File: src/dcache_pkg.sv
/*
 * data cache hit stage shared definitions
 * geometry constants, physical address union, request, exception,
 * memory and BIU response structs, BIU command encoding, write-buffer
 * and evict-buffer entries
 */

package dcache_pkg;

  ////////////////////////////////////////////////////////////////////
  // geometry
  ////////////////////////////////////////////////////////////////////
  localparam int unsigned XLEN           = 32;
  localparam int unsigned PLEN           = 32;
  localparam int unsigned BLK_BITS       = 128;
  localparam int unsigned BLK_OFFS_BITS  = 4;
  localparam int unsigned DAT_OFFS_BITS  = 2;
  localparam int unsigned BYTE_OFFS_BITS = BLK_OFFS_BITS - DAT_OFFS_BITS;
  localparam int unsigned IDX_BITS       = 6;
  localparam int unsigned TAG_BITS       = PLEN - IDX_BITS - BLK_OFFS_BITS;

  ////////////////////////////////////////////////////////////////////
  // physical address
  ////////////////////////////////////////////////////////////////////
  typedef struct packed {
    logic [TAG_BITS-1:0]       tag;
    logic [IDX_BITS-1:0]       idx;
    logic [DAT_OFFS_BITS-1:0]  offs;
    logic [BYTE_OFFS_BITS-1:0] boffs;
  } dcache_adr_t;

  // same word, raw or split into cache fields
  typedef union packed {
    logic [PLEN-1:0] raw;
    dcache_adr_t     fld;
  } dcache_adr_u;

  // request from the previous pipe stage
  typedef struct packed {
    logic                req;
    logic                wreq;
    logic                cacheable;
    dcache_adr_u         adr;
    logic [XLEN/8-1:0]   be;
    logic [XLEN-1:0]     d;
  } dcache_req_t;

  // exception flags that travel with the request
  typedef struct packed {
    logic misaligned;
    logic pma;
    logic pmp;
    logic pagefault;
  } dcache_exc_t;

  // tag and data memory response
  typedef struct packed {
    logic                hit;
    logic                way_dirty;
    logic [BLK_BITS-1:0] line;
  } dcache_mem_rsp_t;

  // BIU read data beat
  typedef struct packed {
    logic [XLEN-1:0] q;
    logic            ack;
    logic            err;
    logic [PLEN-1:0] adro;
  } biu_rsp_t;

  typedef enum logic [1:0] {
    BIUCMD_NOP      = 2'd0,
    BIUCMD_READWAY  = 2'd1,
    BIUCMD_WRITEWAY = 2'd2
  } biucmd_t;

  // be is already aligned to the line
  typedef struct packed {
    logic [IDX_BITS-1:0]      idx;
    logic [DAT_OFFS_BITS-1:0] offs;
    logic [XLEN-1:0]          data;
    logic [BLK_BITS/8-1:0]    be;
  } wb_entry_t;

  typedef struct packed {
    logic [PLEN-1:0]     adr;
    logic [BLK_BITS-1:0] line;
  } evict_t;

endpackage

File: src/dcache_req_check.sv
/*
 * request qualification
 * strips faulting requests and registers the
 * access error, misaligned and page-fault outputs
 */

`timescale 1ns/1ns

module dcache_req_check (
  input  logic                     clk_i,
  input  logic                     rst_ni,
  input  dcache_pkg::dcache_req_t  req_i,
  input  dcache_pkg::dcache_exc_t  exc_i,
  input  logic                     err_bus_i,
  output logic                     valid_req_o,
  output logic                     err_o,
  output logic                     misaligned_o,
  output logic                     pagefault_o
);

  import dcache_pkg::*;

  logic pma_pmp_fault;

  assign pma_pmp_fault = exc_i.pma | exc_i.pmp;

  // only a fault-free request may touch the cache
  assign valid_req_o = req_i.req & ~pma_pmp_fault & ~exc_i.misaligned &
                       ~exc_i.pagefault;

  ////////////////////////////////////////////////////////////////////
  // exception outputs
  ////////////////////////////////////////////////////////////////////
  always_ff @(posedge clk_i or negedge rst_ni) begin
    if (!rst_ni) begin
      err_o        <= 1'b0;
      misaligned_o <= 1'b0;
      pagefault_o  <= 1'b0;
    end else begin
      // bus error or pma/pmp access fault
      err_o        <= err_bus_i | (req_i.req & pma_pmp_fault);
      misaligned_o <= req_i.req & exc_i.misaligned;
      pagefault_o  <= exc_i.pagefault;
    end
  end

endmodule

File: src/dcache_miss_fsm.sv
/*
 * miss handling state machine
 * registered BIU command, fill way and evict buffer,
 * stall / latchmem control and the registered acknowledge
 */

`timescale 1ns/1ns

module dcache_miss_fsm #(
  parameter int unsigned WAYS = 2
) (
  input  logic                              clk_i,
  input  logic                              rst_ni,
  input  logic                              valid_req_i,
  input  dcache_pkg::dcache_req_t           req_i,
  input  logic                              flush_i,
  input  dcache_pkg::dcache_mem_rsp_t       mem_i,
  input  logic [WAYS-1:0]                   fill_way_i,
  input  logic [dcache_pkg::TAG_BITS-1:0]   evict_tag_i,
  input  logic [dcache_pkg::IDX_BITS-1:0]   evict_idx_i,
  input  logic [dcache_pkg::BLK_BITS-1:0]   evict_line_i,
  input  logic                              biucmd_ack_i,
  input  logic                              biucmd_busy_i,
  input  dcache_pkg::biu_rsp_t              biu_i,
  output logic                              stall_o,
  output logic                              latchmem_o,
  output logic                              ack_o,
  output logic                              armed_o,
  output logic                              filling_o,
  output logic [WAYS-1:0]                   fill_way_o,
  output dcache_pkg::biucmd_t               biucmd_o,
  output dcache_pkg::evict_t                evict_o
);

  import dcache_pkg::*;

  typedef enum logic [2:0] {
    ARMED,
    EVICT,
    READ,
    RECOVER0,
    RECOVER1
  } state_t;

  state_t          state, nxt_state;
  biucmd_t         nxt_biucmd;
  logic [WAYS-1:0] nxt_fill_way;

  logic            cache_miss;
  logic            cache_ack;
  logic            biu_adr_match;
  logic            fill_ack;

  ////////////////////////////////////////////////////////////////////
  // hit / miss qualification
  ////////////////////////////////////////////////////////////////////
  assign cache_miss = valid_req_i & req_i.cacheable & ~mem_i.hit;
  assign cache_ack  = valid_req_i & req_i.cacheable & mem_i.hit & ~flush_i;

  // BIU beat for the word the core is asking for
  assign biu_adr_match = biu_i.adro[PLEN-1:BYTE_OFFS_BITS] ==
                         req_i.adr.raw[PLEN-1:BYTE_OFFS_BITS];
  assign fill_ack = (valid_req_i & biu_i.ack & biu_adr_match & ~flush_i) | cache_ack;

  ////////////////////////////////////////////////////////////////////
  // state machine
  ////////////////////////////////////////////////////////////////////
  always_comb begin
    nxt_state    = state;
    nxt_biucmd   = BIUCMD_NOP;
    nxt_fill_way = fill_way_o;

    case (state)
      ARMED: begin
        if (cache_miss && !flush_i && !biucmd_busy_i) begin
          // refill the same way the victim came from
          nxt_fill_way = fill_way_i;
          nxt_biucmd   = BIUCMD_READWAY;
          nxt_state    = mem_i.way_dirty ? EVICT : READ;
        end
      end

      // new line is read first, victim written back afterwards
      EVICT: begin
        if (biucmd_ack_i || biu_i.err) begin
          nxt_biucmd = BIUCMD_WRITEWAY;
          nxt_state  = RECOVER0;
        end
      end

      READ: begin
        if (biucmd_ack_i || biu_i.err) begin
          nxt_state = RECOVER0;
        end
      end

      // set up idx for tag/data memory
      RECOVER0: nxt_state = RECOVER1;

      // memory outputs valid again
      RECOVER1: nxt_state = ARMED;

      default: nxt_state = ARMED;
    endcase
  end

  always_ff @(posedge clk_i or negedge rst_ni) begin
    if (!rst_ni) begin
      state      <= ARMED;
      biucmd_o   <= BIUCMD_NOP;
      fill_way_o <= '0;
      armed_o    <= 1'b1;
      filling_o  <= 1'b0;
    end else begin
      state      <= nxt_state;
      biucmd_o   <= nxt_biucmd;
      fill_way_o <= nxt_fill_way;
      armed_o    <= (nxt_state == ARMED);
      filling_o  <= (nxt_state == READ) | (nxt_state == EVICT);
    end
  end

  ////////////////////////////////////////////////////////////////////
  // evict buffer
  ////////////////////////////////////////////////////////////////////
  // victim is held here so memory can move on
  always_ff @(posedge clk_i) begin
    if (state == ARMED) begin
      evict_o.adr  <= {evict_tag_i, evict_idx_i, {BLK_OFFS_BITS{1'b0}}};
      evict_o.line <= evict_line_i;
    end
  end

  // stall and memory latch
  always_comb begin
    case (state)
      ARMED: begin
        stall_o    = cache_miss;
        latchmem_o = ~cache_miss;
      end
      READ, EVICT: begin
        stall_o    = ~(fill_ack | (valid_req_i & mem_i.hit));
        latchmem_o = fill_ack | (valid_req_i & mem_i.hit);
      end
      RECOVER0: begin
        stall_o    = 1'b1;
        latchmem_o = 1'b0;
      end
      RECOVER1: begin
        stall_o    = 1'b1;
        latchmem_o = 1'b1;
      end
      default: begin
        stall_o    = 1'b0;
        latchmem_o = 1'b1;
      end
    endcase
  end

  // data ready downstream
  always_ff @(posedge clk_i or negedge rst_ni) begin
    if (!rst_ni) begin
      ack_o <= 1'b0;
    end else begin
      case (state)
        ARMED:       ack_o <= cache_ack;
        READ, EVICT: ack_o <= fill_ack;
        default:     ack_o <= 1'b0;
      endcase
    end
  end

endmodule

File: src/dcache_store_buffer.sv
/*
 * one-entry write buffer
 * captured on a cacheable store hit, held until acknowledged
 */

`timescale 1ns/1ns

module dcache_store_buffer #(
  parameter int unsigned WAYS = 2
) (
  input  logic                    clk_i,
  input  logic                    rst_ni,
  input  logic                    valid_req_i,
  input  dcache_pkg::dcache_req_t req_i,
  input  logic                    hit_i,
  input  logic [WAYS-1:0]         ways_hit_i,
  input  logic                    flush_i,
  input  logic                    writebuffer_ack_i,
  output logic                    wb_we_o,
  output dcache_pkg::wb_entry_t   wb_o,
  output logic [WAYS-1:0]         wb_ways_hit_o
);

  import dcache_pkg::*;

  logic                   store_hit;
  logic [BLK_BITS/8-1:0]  line_be;

  assign store_hit = valid_req_i & req_i.wreq & req_i.cacheable & hit_i;

  // word byte enables moved to their place in the line
  assign line_be = (BLK_BITS/8)'(req_i.be) << {req_i.adr.fld.offs, 2'b00};

  ////////////////////////////////////////////////////////////////////
  // write enable
  ////////////////////////////////////////////////////////////////////
  // flush wins, a new store keeps we high
  always_ff @(posedge clk_i or negedge rst_ni) begin
    if (!rst_ni) begin
      wb_we_o <= 1'b0;
    end else if (flush_i) begin
      wb_we_o <= 1'b0;
    end else if (store_hit) begin
      wb_we_o <= 1'b1;
    end else if (writebuffer_ack_i) begin
      wb_we_o <= 1'b0;
    end
  end

  // entry payload
  always_ff @(posedge clk_i) begin
    if (store_hit) begin
      wb_o.idx      <= req_i.adr.fld.idx;
      wb_o.offs     <= req_i.adr.fld.offs;
      wb_o.data     <= req_i.d;
      wb_o.be       <= line_be;
      wb_ways_hit_o <= ways_hit_i;
    end
  end

endmodule

File: src/dcache_load_align.sv
/*
 * load data path
 * write-buffer bypass into the line, word select and q register
 */

`timescale 1ns/1ns

module dcache_load_align (
  input  logic                          clk_i,
  input  dcache_pkg::dcache_req_t       req_i,
  input  dcache_pkg::dcache_mem_rsp_t   mem_i,
  input  logic [dcache_pkg::XLEN-1:0]   biu_q_i,
  input  logic                          wb_we_i,
  input  dcache_pkg::wb_entry_t         wb_i,
  output logic [dcache_pkg::XLEN-1:0]   q_o
);

  import dcache_pkg::*;

  localparam int unsigned WORD_BYTES = XLEN / 8;

  logic                bypass;
  logic [BLK_BITS-1:0] merged_line;
  logic [XLEN-1:0]     line_word;

  // pending store to the same set
  assign bypass = wb_we_i & (req_i.adr.fld.idx == wb_i.idx);

  ////////////////////////////////////////////////////////////////////
  // byte merge
  ////////////////////////////////////////////////////////////////////
  always_comb begin
    for (int i = 0; i < BLK_BITS/8; i++) begin
      if (bypass && wb_i.be[i]) begin
        // write data replicated over every word of the line
        merged_line[i*8 +: 8] = wb_i.data[(i % WORD_BYTES)*8 +: 8];
      end else begin
        merged_line[i*8 +: 8] = mem_i.line[i*8 +: 8];
      end
    end
  end

  // word at the request offset
  assign line_word = merged_line[req_i.adr.fld.offs*XLEN +: XLEN];

  // biu data on a miss
  always_ff @(posedge clk_i) begin
    if (mem_i.hit) begin
      q_o <= line_word;
    end else begin
      q_o <= biu_q_i;
    end
  end

endmodule

File: src/dcache_hit_top.sv
/*
 * data cache hit stage top level
 * request check, miss FSM, write buffer and load path
 */

`timescale 1ns/1ns

module dcache_hit_top #(
  parameter int unsigned WAYS = 2
) (
  input  logic                              clk_i,
  input  logic                              rst_ni,

  // core side
  input  dcache_pkg::dcache_req_t           req_i,
  input  dcache_pkg::dcache_exc_t           exc_i,
  input  logic                              flush_i,
  output logic                              stall_o,
  output logic                              ack_o,
  output logic [dcache_pkg::XLEN-1:0]       q_o,
  output logic                              err_o,
  output logic                              misaligned_o,
  output logic                              pagefault_o,

  // tag and data memory
  input  dcache_pkg::dcache_mem_rsp_t       mem_i,
  input  logic [WAYS-1:0]                   ways_hit_i,
  input  logic [WAYS-1:0]                   fill_way_i,
  input  logic [dcache_pkg::TAG_BITS-1:0]   evict_tag_i,
  input  logic [dcache_pkg::IDX_BITS-1:0]   evict_idx_i,
  input  logic [dcache_pkg::BLK_BITS-1:0]   evict_line_i,
  output logic                              latchmem_o,
  output logic [dcache_pkg::IDX_BITS-1:0]   idx_o,
  output logic [dcache_pkg::TAG_BITS-1:0]   core_tag_o,
  output logic                              armed_o,
  output logic                              filling_o,
  output logic [WAYS-1:0]                   fill_way_o,

  // BIU
  input  logic                              biucmd_ack_i,
  input  logic                              biucmd_busy_i,
  input  dcache_pkg::biu_rsp_t              biu_i,
  output dcache_pkg::biucmd_t               biucmd_o,
  output dcache_pkg::evict_t                evict_o,

  // write buffer
  input  logic                              writebuffer_ack_i,
  output logic                              wb_we_o,
  output dcache_pkg::wb_entry_t             wb_o,
  output logic [WAYS-1:0]                   wb_ways_hit_o
);

  import dcache_pkg::*;

  logic      valid_req;
  logic      wb_we;
  wb_entry_t wb_entry;

  // tag/data memory address for writing
  assign idx_o      = req_i.adr.fld.idx;
  assign core_tag_o = req_i.adr.fld.tag;

  assign wb_we_o = wb_we;
  assign wb_o    = wb_entry;

  dcache_req_check u_req_check (
    .clk_i        (clk_i),
    .rst_ni       (rst_ni),
    .req_i        (req_i),
    .exc_i        (exc_i),
    .err_bus_i    (biu_i.err),
    .valid_req_o  (valid_req),
    .err_o        (err_o),
    .misaligned_o (misaligned_o),
    .pagefault_o  (pagefault_o)
  );

  dcache_miss_fsm #(.WAYS(WAYS)) u_miss_fsm (
    .clk_i         (clk_i),
    .rst_ni        (rst_ni),
    .valid_req_i   (valid_req),
    .req_i         (req_i),
    .flush_i       (flush_i),
    .mem_i         (mem_i),
    .fill_way_i    (fill_way_i),
    .evict_tag_i   (evict_tag_i),
    .evict_idx_i   (evict_idx_i),
    .evict_line_i  (evict_line_i),
    .biucmd_ack_i  (biucmd_ack_i),
    .biucmd_busy_i (biucmd_busy_i),
    .biu_i         (biu_i),
    .stall_o       (stall_o),
    .latchmem_o    (latchmem_o),
    .ack_o         (ack_o),
    .armed_o       (armed_o),
    .filling_o     (filling_o),
    .fill_way_o    (fill_way_o),
    .biucmd_o      (biucmd_o),
    .evict_o       (evict_o)
  );

  dcache_store_buffer #(.WAYS(WAYS)) u_store_buffer (
    .clk_i             (clk_i),
    .rst_ni            (rst_ni),
    .valid_req_i       (valid_req),
    .req_i             (req_i),
    .hit_i             (mem_i.hit),
    .ways_hit_i        (ways_hit_i),
    .flush_i           (flush_i),
    .writebuffer_ack_i (writebuffer_ack_i),
    .wb_we_o           (wb_we),
    .wb_o              (wb_entry),
    .wb_ways_hit_o     (wb_ways_hit_o)
  );

  dcache_load_align u_load_align (
    .clk_i   (clk_i),
    .req_i   (req_i),
    .mem_i   (mem_i),
    .biu_q_i (biu_i.q),
    .wb_we_i (wb_we),
    .wb_i    (wb_entry),
    .q_o     (q_o)
  );

endmodule

File: config.mk
export PLATFORM = sky130hd
export DESIGN_NAME = dcache_hit_top
export DESIGN_NICKNAME = d
export VERILOG_FILES = /design/src/dcache_pkg.sv /design/src/dcache_req_check.sv /design/src/dcache_miss_fsm.sv /design/src/dcache_store_buffer.sv /design/src/dcache_load_align.sv /design/src/dcache_hit_top.sv
export SDC_FILE = /design/constraint.sdc
export NUM_CORES = 1
export LEC_CHECK = 0
export ABC_AREA = 1
export BUFFER_PORTS_ARGS = -buffer_cell sky130_fd_sc_hd__buf_2
export CAP_MARGIN = 20
export CELL_PAD_IN_SITES_DETAIL_PLACEMENT = 0
export CELL_PAD_IN_SITES_GLOBAL_PLACEMENT = 2
export CORE_AREA = 3 3 283 285
export CTS_CLUSTER_SIZE = 12
export DETAILED_ROUTE_END_ITERATION = 7
export DIE_AREA = 0 0 286 288
export PLACE_DENSITY = 0.63
export SYNTH_ARGS = -nofsm -noshare
export SYNTH_HDL_FRONTEND = slang
export SYNTH_SLANG_ARGS = --single-unit
File: constraint.sdc
create_clock -name clk_i -period 6.21 [get_ports clk_i]
set_clock_uncertainty 0.15 [all_clocks]
set_input_delay 1.5525 -clock clk_i [delete_from_list [all_inputs] [get_ports clk_i]]
set_output_delay 1.5525 -clock clk_i [all_outputs]
set_load 0.01 [all_outputs]
==> run metrics, run 1 <==
Initial Util 15.8%; R2R depth 9; Power Dens Cells 336 nW/um^2; CP Max Fanout 5; biggest area consumer among synthesized cells edfxtp_1; hold crit path type reg2reg; worst hold stages 2; Yosys reg bits 260; P&R area growth vs syn 45.0%; Syn Area/Cell 9.44 um^2; Overflow after GRT 0; Die ar. 82400 um^2; pin count of the biggest net entering global routing 85; synthesized cell area 12300 um^2; Antenna Nets Post-Route 0; Post-CTS Setup Inserts 0; overall power 5.99 mW; Tmin final 4.62 ns; 1st-iter DRT viols 659; Clock transition at path regs 0.05 ns; post-cts sizing count 0; RSZ-0062 raised after global routing false; Setup violations, final 0; setup_tns 0 ns; Final HPWL DP 51100 um; initial antenna violation count 32; Max Cap Violations 0; DR pass1 iterations 7; row cnt 102; worst setup path class in2out; CP endpoint kind primary output; Hold Fails Final Rpt 0; fin nets 2415; placeable core region 77600 um^2; via count 12100; R2R setup slack 3.20 ns; H-tree levels 2; worst-margin pin slew 1.10 ns; number of global-route vias before repair 12400; ranking of synthesized cells by area edfxtp_1 52%, nand3_1 15%, nand2_1 8.5%; Max clock buf depth 3; Worst-Skew Late Latency 0.55 ns; Period Utilization, post-route 74.4%; CTS Sinks 260; Synth Instances 1300; I/O Pins 728; max-slew violation count 0; status complete, no violations; die width 286 um; R2R Path End u_load_align.q_o[10]; Arr. time, crit path 2.92 ns; worst relative slew slack 26.7%; Die H 288 um; share of post-route cells with drive strength above 1 40.3%; sequential share of the synthesized area 60.4%; cts hold-fix bufs 0; yosys warns 0; GRT Util Overall 14.6%; maximum vdd drop 0.000240 V; Avg Vias per Cell 3.97; drc violations 0; RD Place Congestion 0.851; Startpoint Class input port; CTS tree done; RR Startpoint u_store_buffer.wb_o[52]; fmax 0.216 GHz; global-route wire length before repair 87900 um; total wire length 63300 um; hold_sp u_miss_fsm.fill_way_o[0]; top-area cell type share of the netlist area 52.3%; P_leak 8.52 nW; routed length per instance 20.8 um; root buf cell clkbuf_16; Port Buf Inserts 719; Hold Crit Endpoint u_miss_fsm.fill_way_o[0]; Yosys cell types 33; CTS Buf Count 34; Crit path required time 4.51 ns
-- layout by cell type (no fill, tap or decap) --
master	synthesis	layout
clkbuf_16	0	35
nand2_2	1	1
nand2_4	2	2
dfxtp_1	32	32
edfxtp_1	214	214
clkinv_1	1	8
inv_1	205	202
dfrtp_1	13	13
clkinv_16	0	1
a21oi_1	6	6
nor2_4	2	3
dfstp_2	1	1
conb_1	1	4
nand4_1	9	9
inv_16	0	1
nand2_1	277	277
buf_12	0	1
nor3_4	1	1
diode_2	0	8
o21bai_1	1	1
inv_2	5	7
nand3_4	7	7
o21ai_0	5	5
or2_2	6	6
o21ai_2	1	1
o21ai_1	1	1
clkbuf_1	32	9
inv_6	0	2
buf_2	13	719
o22ai_1	1	1
buf_4	46	13
xor2_1	3	3
nand3_1	359	359
xnor2_1	12	12
nor2_1	19	19
nor3_1	20	20
clkinv_2	0	5
-- sequential cells by signal, indices dropped and copies added (netlist names), 2 cells and up --
name	count
u_miss_fsm.fill_way_o	2
u_store_buffer.wb_ways_hit_o	2
u_store_buffer.wb_o	56
u_miss_fsm.evict_o	156
u_miss_fsm.state	3
u_load_align.q_o	32
u_miss_fsm.biucmd_o	2
-- power by group --
group,leakage [nW],switching (mW),internal [mW]
clock,0.498,0.809,1.04
combinational,5.59,1.06,0.468
sequential,2.42,0.131,2.48
-- kinds of logic after synthesis --
group                     count (synthesis)  synth area share (%)
and+or+nand+nor                         704                  26.9
buffers and inverters                   305                  10.9
DFF                                     260                  60.4
AOI/OAI and AO/OA                        15                 0.673
xor gates and xnor gates                 15                  1.07
other                                     1                0.0305
-- routing by layer --
metal	share of wire [%]	GRT usage, %	vias up
met5	0.30	0	-
met4	3.4	4.91	28
met3	9.1	4.62	125
met2	52	27.4	610
met1	35	15.4	5691
li1	-	-	5638
-- cell usage after synthesis, drive strengths merged --
cell    instances
nand4           9
nand2         280
nor3           21
o21ai           7
o22ai           1
buf            62
clkbuf         32
xnor2          12
edfxtp        214
dfxtp          32
conb            1
nor2           22
nand3         366
xor2            3
inv           210
dfrtp          13
clkinv          1
o21bai          1
a21oi           6
dfstp           1
or2             6
-- critical path: stages --
cell and delay, ns:
buf_2 0.10, nor2_1 0.22, nand2_1 0.14, nor3_4 0.21, nand4_1 0.11, nor2_1 0.10
nand3_1 0.13, nand3_1 0.10, nand2_1 0.05, nand2_1 0.07, buf_2 0.14
-- final cells by class --
class,instances,area (um^2)
fill,8745,59800
tap,1040,1300
timing repair buffer,733,3720
antenna,8,20.0
inverter,211,797
multi-input combinational,738,3530
clock buffer,44,910
clock inverter,15,110
sequential,260,7420
-- stage by stage --
step	setup slack, ns	hold slack, ns	instance area (um^2)	utilization [%]	std cells
final	1.59	0.328	17800	22.9	3049
after detailed placement	1.53	0.319	16800	21.6	2982
after global placement	1.51	0.312	16800	21.6	2982
after CTS	1.52	0.333	17800	22.9	3041
after global routing	1.45	0.351	17800	22.9	3045
after floorplan	0.350	0.319	12300	-	1303
-- worst max path at each step --
| stage | start | to | slack [ns] | depth (start not counted) |
|---|---|---|---|---|
| 6_report | exc_i[1] | latchmem_o | 1.59 | 11 |
| 5_1_grt | req_i[38] | latchmem_o | 1.45 | 12 |
| 4_1_cts | req_i[38] | latchmem_o | 1.52 | 12 |
| 3_5_place_dp | req_i[38] | latchmem_o | 1.53 | 12 |
| 3_3_place_gp | req_i[38] | latchmem_o | 1.51 | 12 |
| 2_1_floorplan | u_miss_fsm.state[1] | stall_o | 0.35 | 5 |
(Power assumes the default switching activity.)
==> run 2: changes to the inputs <==
- clock period: 6.21 -> 4.3 ns (I/O delays scaled with it)
==> run 2 against run 1 <==
Critical path depth did not move. First-iteration DRC count grew 3.3%. Non-clock buffer count unchanged. Core utilization is 0.30 points higher. Cell area increased by 1.3%. Wire length grew 0.86%. Cell count about the same. Sequential power is 44% higher. Global-route usage increased by 0.13 points. Largest power group unchanged.
==> run metrics, run 2 (synthesis results as in run 1) <==
initial antenna violation count 32 (unchanged); Largest Register u_miss_fsm.evict_o; Initial Util 15.8% (unchanged); Setup violations, final 0 (unchanged); fin util 23.2% (+0.30 points); DP Area 16800 um^2 (+0.14%); Comb pwr share 24.2% (-1.3 points); RD Place Congestion 0.855 (+0.48%); Post-CTS Setup Inserts 0 (unchanged); worst setup path class in2out; CTS Sinks 260 (unchanged); Arr. time, crit path 2.40 ns (-0.52 ns); Overflow after GRT 0 (unchanged); switching power summed over all nets 2.90 mW (+45%); GR Layer Usage met2 27.4% (about the same); Finished Cell Area 18000 um^2 (+1.3%); Int Pwr 6.14 mW (+54%); Avg Vias per Cell 3.95 (-0.32%); placeable core region 77600 um^2 (unchanged); P_leak 8.62 nW (+1.3%); CP Max Fanout 5 (unchanged); share of post-route cells with drive strength above 1 40.7% (+0.40 points); Sw Ratio 32.1% (-1.2 points); P&R area growth vs syn 46.9%; worst relative slew slack 31.5% (+4.8 points); I/O Pins 728 (unchanged); setup_tns 0 ns (unchanged); placed cells 2982 (unchanged); Filler cells 8681 (-0.73%); CP cell instances buf_2, nor2_1, nand2_1, nor3_4, nand4_1, nor2_1, nand3_1, nand3_1, nand2_1, nand2_1, buf_2; Worst-Skew Late Latency 0.55 ns (about the same); max reg flops 156 (unchanged); most repeated library cell on the critical path nand2_1; GRT Util Overall 14.8% (+0.13 points); CP max stage cell nor3_4; die width 286 um (unchanged); Period Utilization, post-route 84.3%; total wire length 63800 um (+0.86%); DR pass1 iterations 5 (-2); post-cts sizing count 0 (unchanged); max-slew violation count 0 (unchanged); global-route wire length before repair 88600 um (+0.81%); drc violations 0 (unchanged); number of global-route vias before repair 12500 (+0.93%); part of the power in registers 41.5% (-2.1 points); Max clock buf depth 3 (unchanged); Power Dens Cells 501 nW/um^2 (+49%); Clock transition at path regs 0.06 ns (about the same); Top Usage Layer GRT met2; pin count of the biggest net entering global routing 157 (+85%); fin nets 2417 (+0.083%); RSZ-0062 raised after global routing false; cts hold-fix bufs 0 (unchanged); Final HPWL DP 51300 um (+0.36%); Startpoint Class input port; via count 12100 (-0.22%); met3 usage 4.84% (+0.21 points); Max Cap Violations 0 (unchanged); Die H 288 um (unchanged); CP endpoint kind primary output; Hold Fails Final Rpt 0 (unchanged); fmax 0.276 GHz; overall power 9.04 mW (+51%); status complete, no violations; Port Buf Inserts 719 (unchanged); non-filler instance count after layout 3052 (+0.098%); row cnt 102 (unchanged); H-tree levels 2 (unchanged); slowest stage delay, CP 0.22 ns (about the same); GRT met1 Usage 16.1% (+0.72 points); clock network power share 34.2% (+3.3 points); Tmin final 3.62 ns; Antenna Nets Post-Route 0 (unchanged); Die ar. 82400 um^2 (unchanged); root buf cell clkbuf_16; 1st-iter DRT viols 681 (+3.3%); CTS Buf Count 36 (+5.9%); most frequent cells in the layout 719 x buf_2, 359 x nand3_1, 277 x nand2_1; CTS tree done; maximum vdd drop 0.000491 V (+100%); worst-margin pin slew 1.03 ns (-0.0721 ns); Crit path required time 3.07 ns (-1.44 ns); most common cell after layout, fill and taps aside buf_2; biggest regs u_miss_fsm.evict_o (156), u_store_buffer.wb_o (56), u_load_align.q_o (32); routed length per instance 20.9 um (+0.76%); hold crit path type in2async
==> run 2: critical path, delay by kind of cell <==
family                 cells  cell delay [ns]
buffers and inverters      2             0.23
and+or+nand+nor            9             1.08
==> run 2: power groups by stage <==
stage / Clock [mW] / Combinational (mW) / Sequential (mW)
6_report: 3.10 / 2.19 / 3.76
5_1_grt: 3.32 / 2.38 / 3.82
4_1_cts: 3.24 / 2.29 / 3.76
3_5_place_dp: 0 / 2.29 / 3.79
3_3_place_gp: 0 / 2.30 / 3.78
2_1_floorplan: 0 / 0.611 / 4.17
==> run 2: final timing paths <==
check | depth (start not counted) | to | slack [ns] | start
max | 11 | latchmem_o | 0.68 | exc_i[1]
min | 1 | u_miss_fsm.fill_way_o[0] | 0.27 | rst_ni
max reg2reg | 11 | u_load_align.q_o[5] | 1.69 | u_store_buffer.wb_o[52]
min reg2reg | 2 | u_miss_fsm.fill_way_o[1] | 0.33 | u_miss_fsm.fill_way_o[1]
max in group asynchronous | 1 | u_miss_fsm.armed_o | 3.42 | rst_ni
min in group clk_i | 2 | u_miss_fsm.fill_way_o[1] | 0.33 | u_miss_fsm.fill_way_o[1]
==> run 2: layout make-up <==
cell class              instances  area [um^2]  area share (%)
inverters                     211          796            4.41
clock inverters                15          213            1.18
repair buffers                733         3740            20.7
multi-input cells             738         3530            19.6
diodes                          6         15.0          0.0832
well taps                    1040         1300            7.21
flip-flops and latches        260         7420            41.1
clock buffers                  49         1020            5.67
==> run 2: through the flow <==
| step | hold slack (ns) | setup slack, ns |
|---|---|---|
| floorplan | 0.319 | 0.0952 |
| global placement | 0.314 | 0.576 |
| detailed placement | 0.311 | 0.630 |
| CTS | 0.241 | 0.627 |
| global route | 0.265 | 0.522 |
| finish | 0.273 | 0.677 |
==> run 2: metal layers <==
metal | vias up | wire [um]
met5 | - | 150
met1 | 5677 | 23000
met2 | 608 | 33400
met4 | 22 | 1450
li1 | 5645 | -
met3 | 113 | 5780
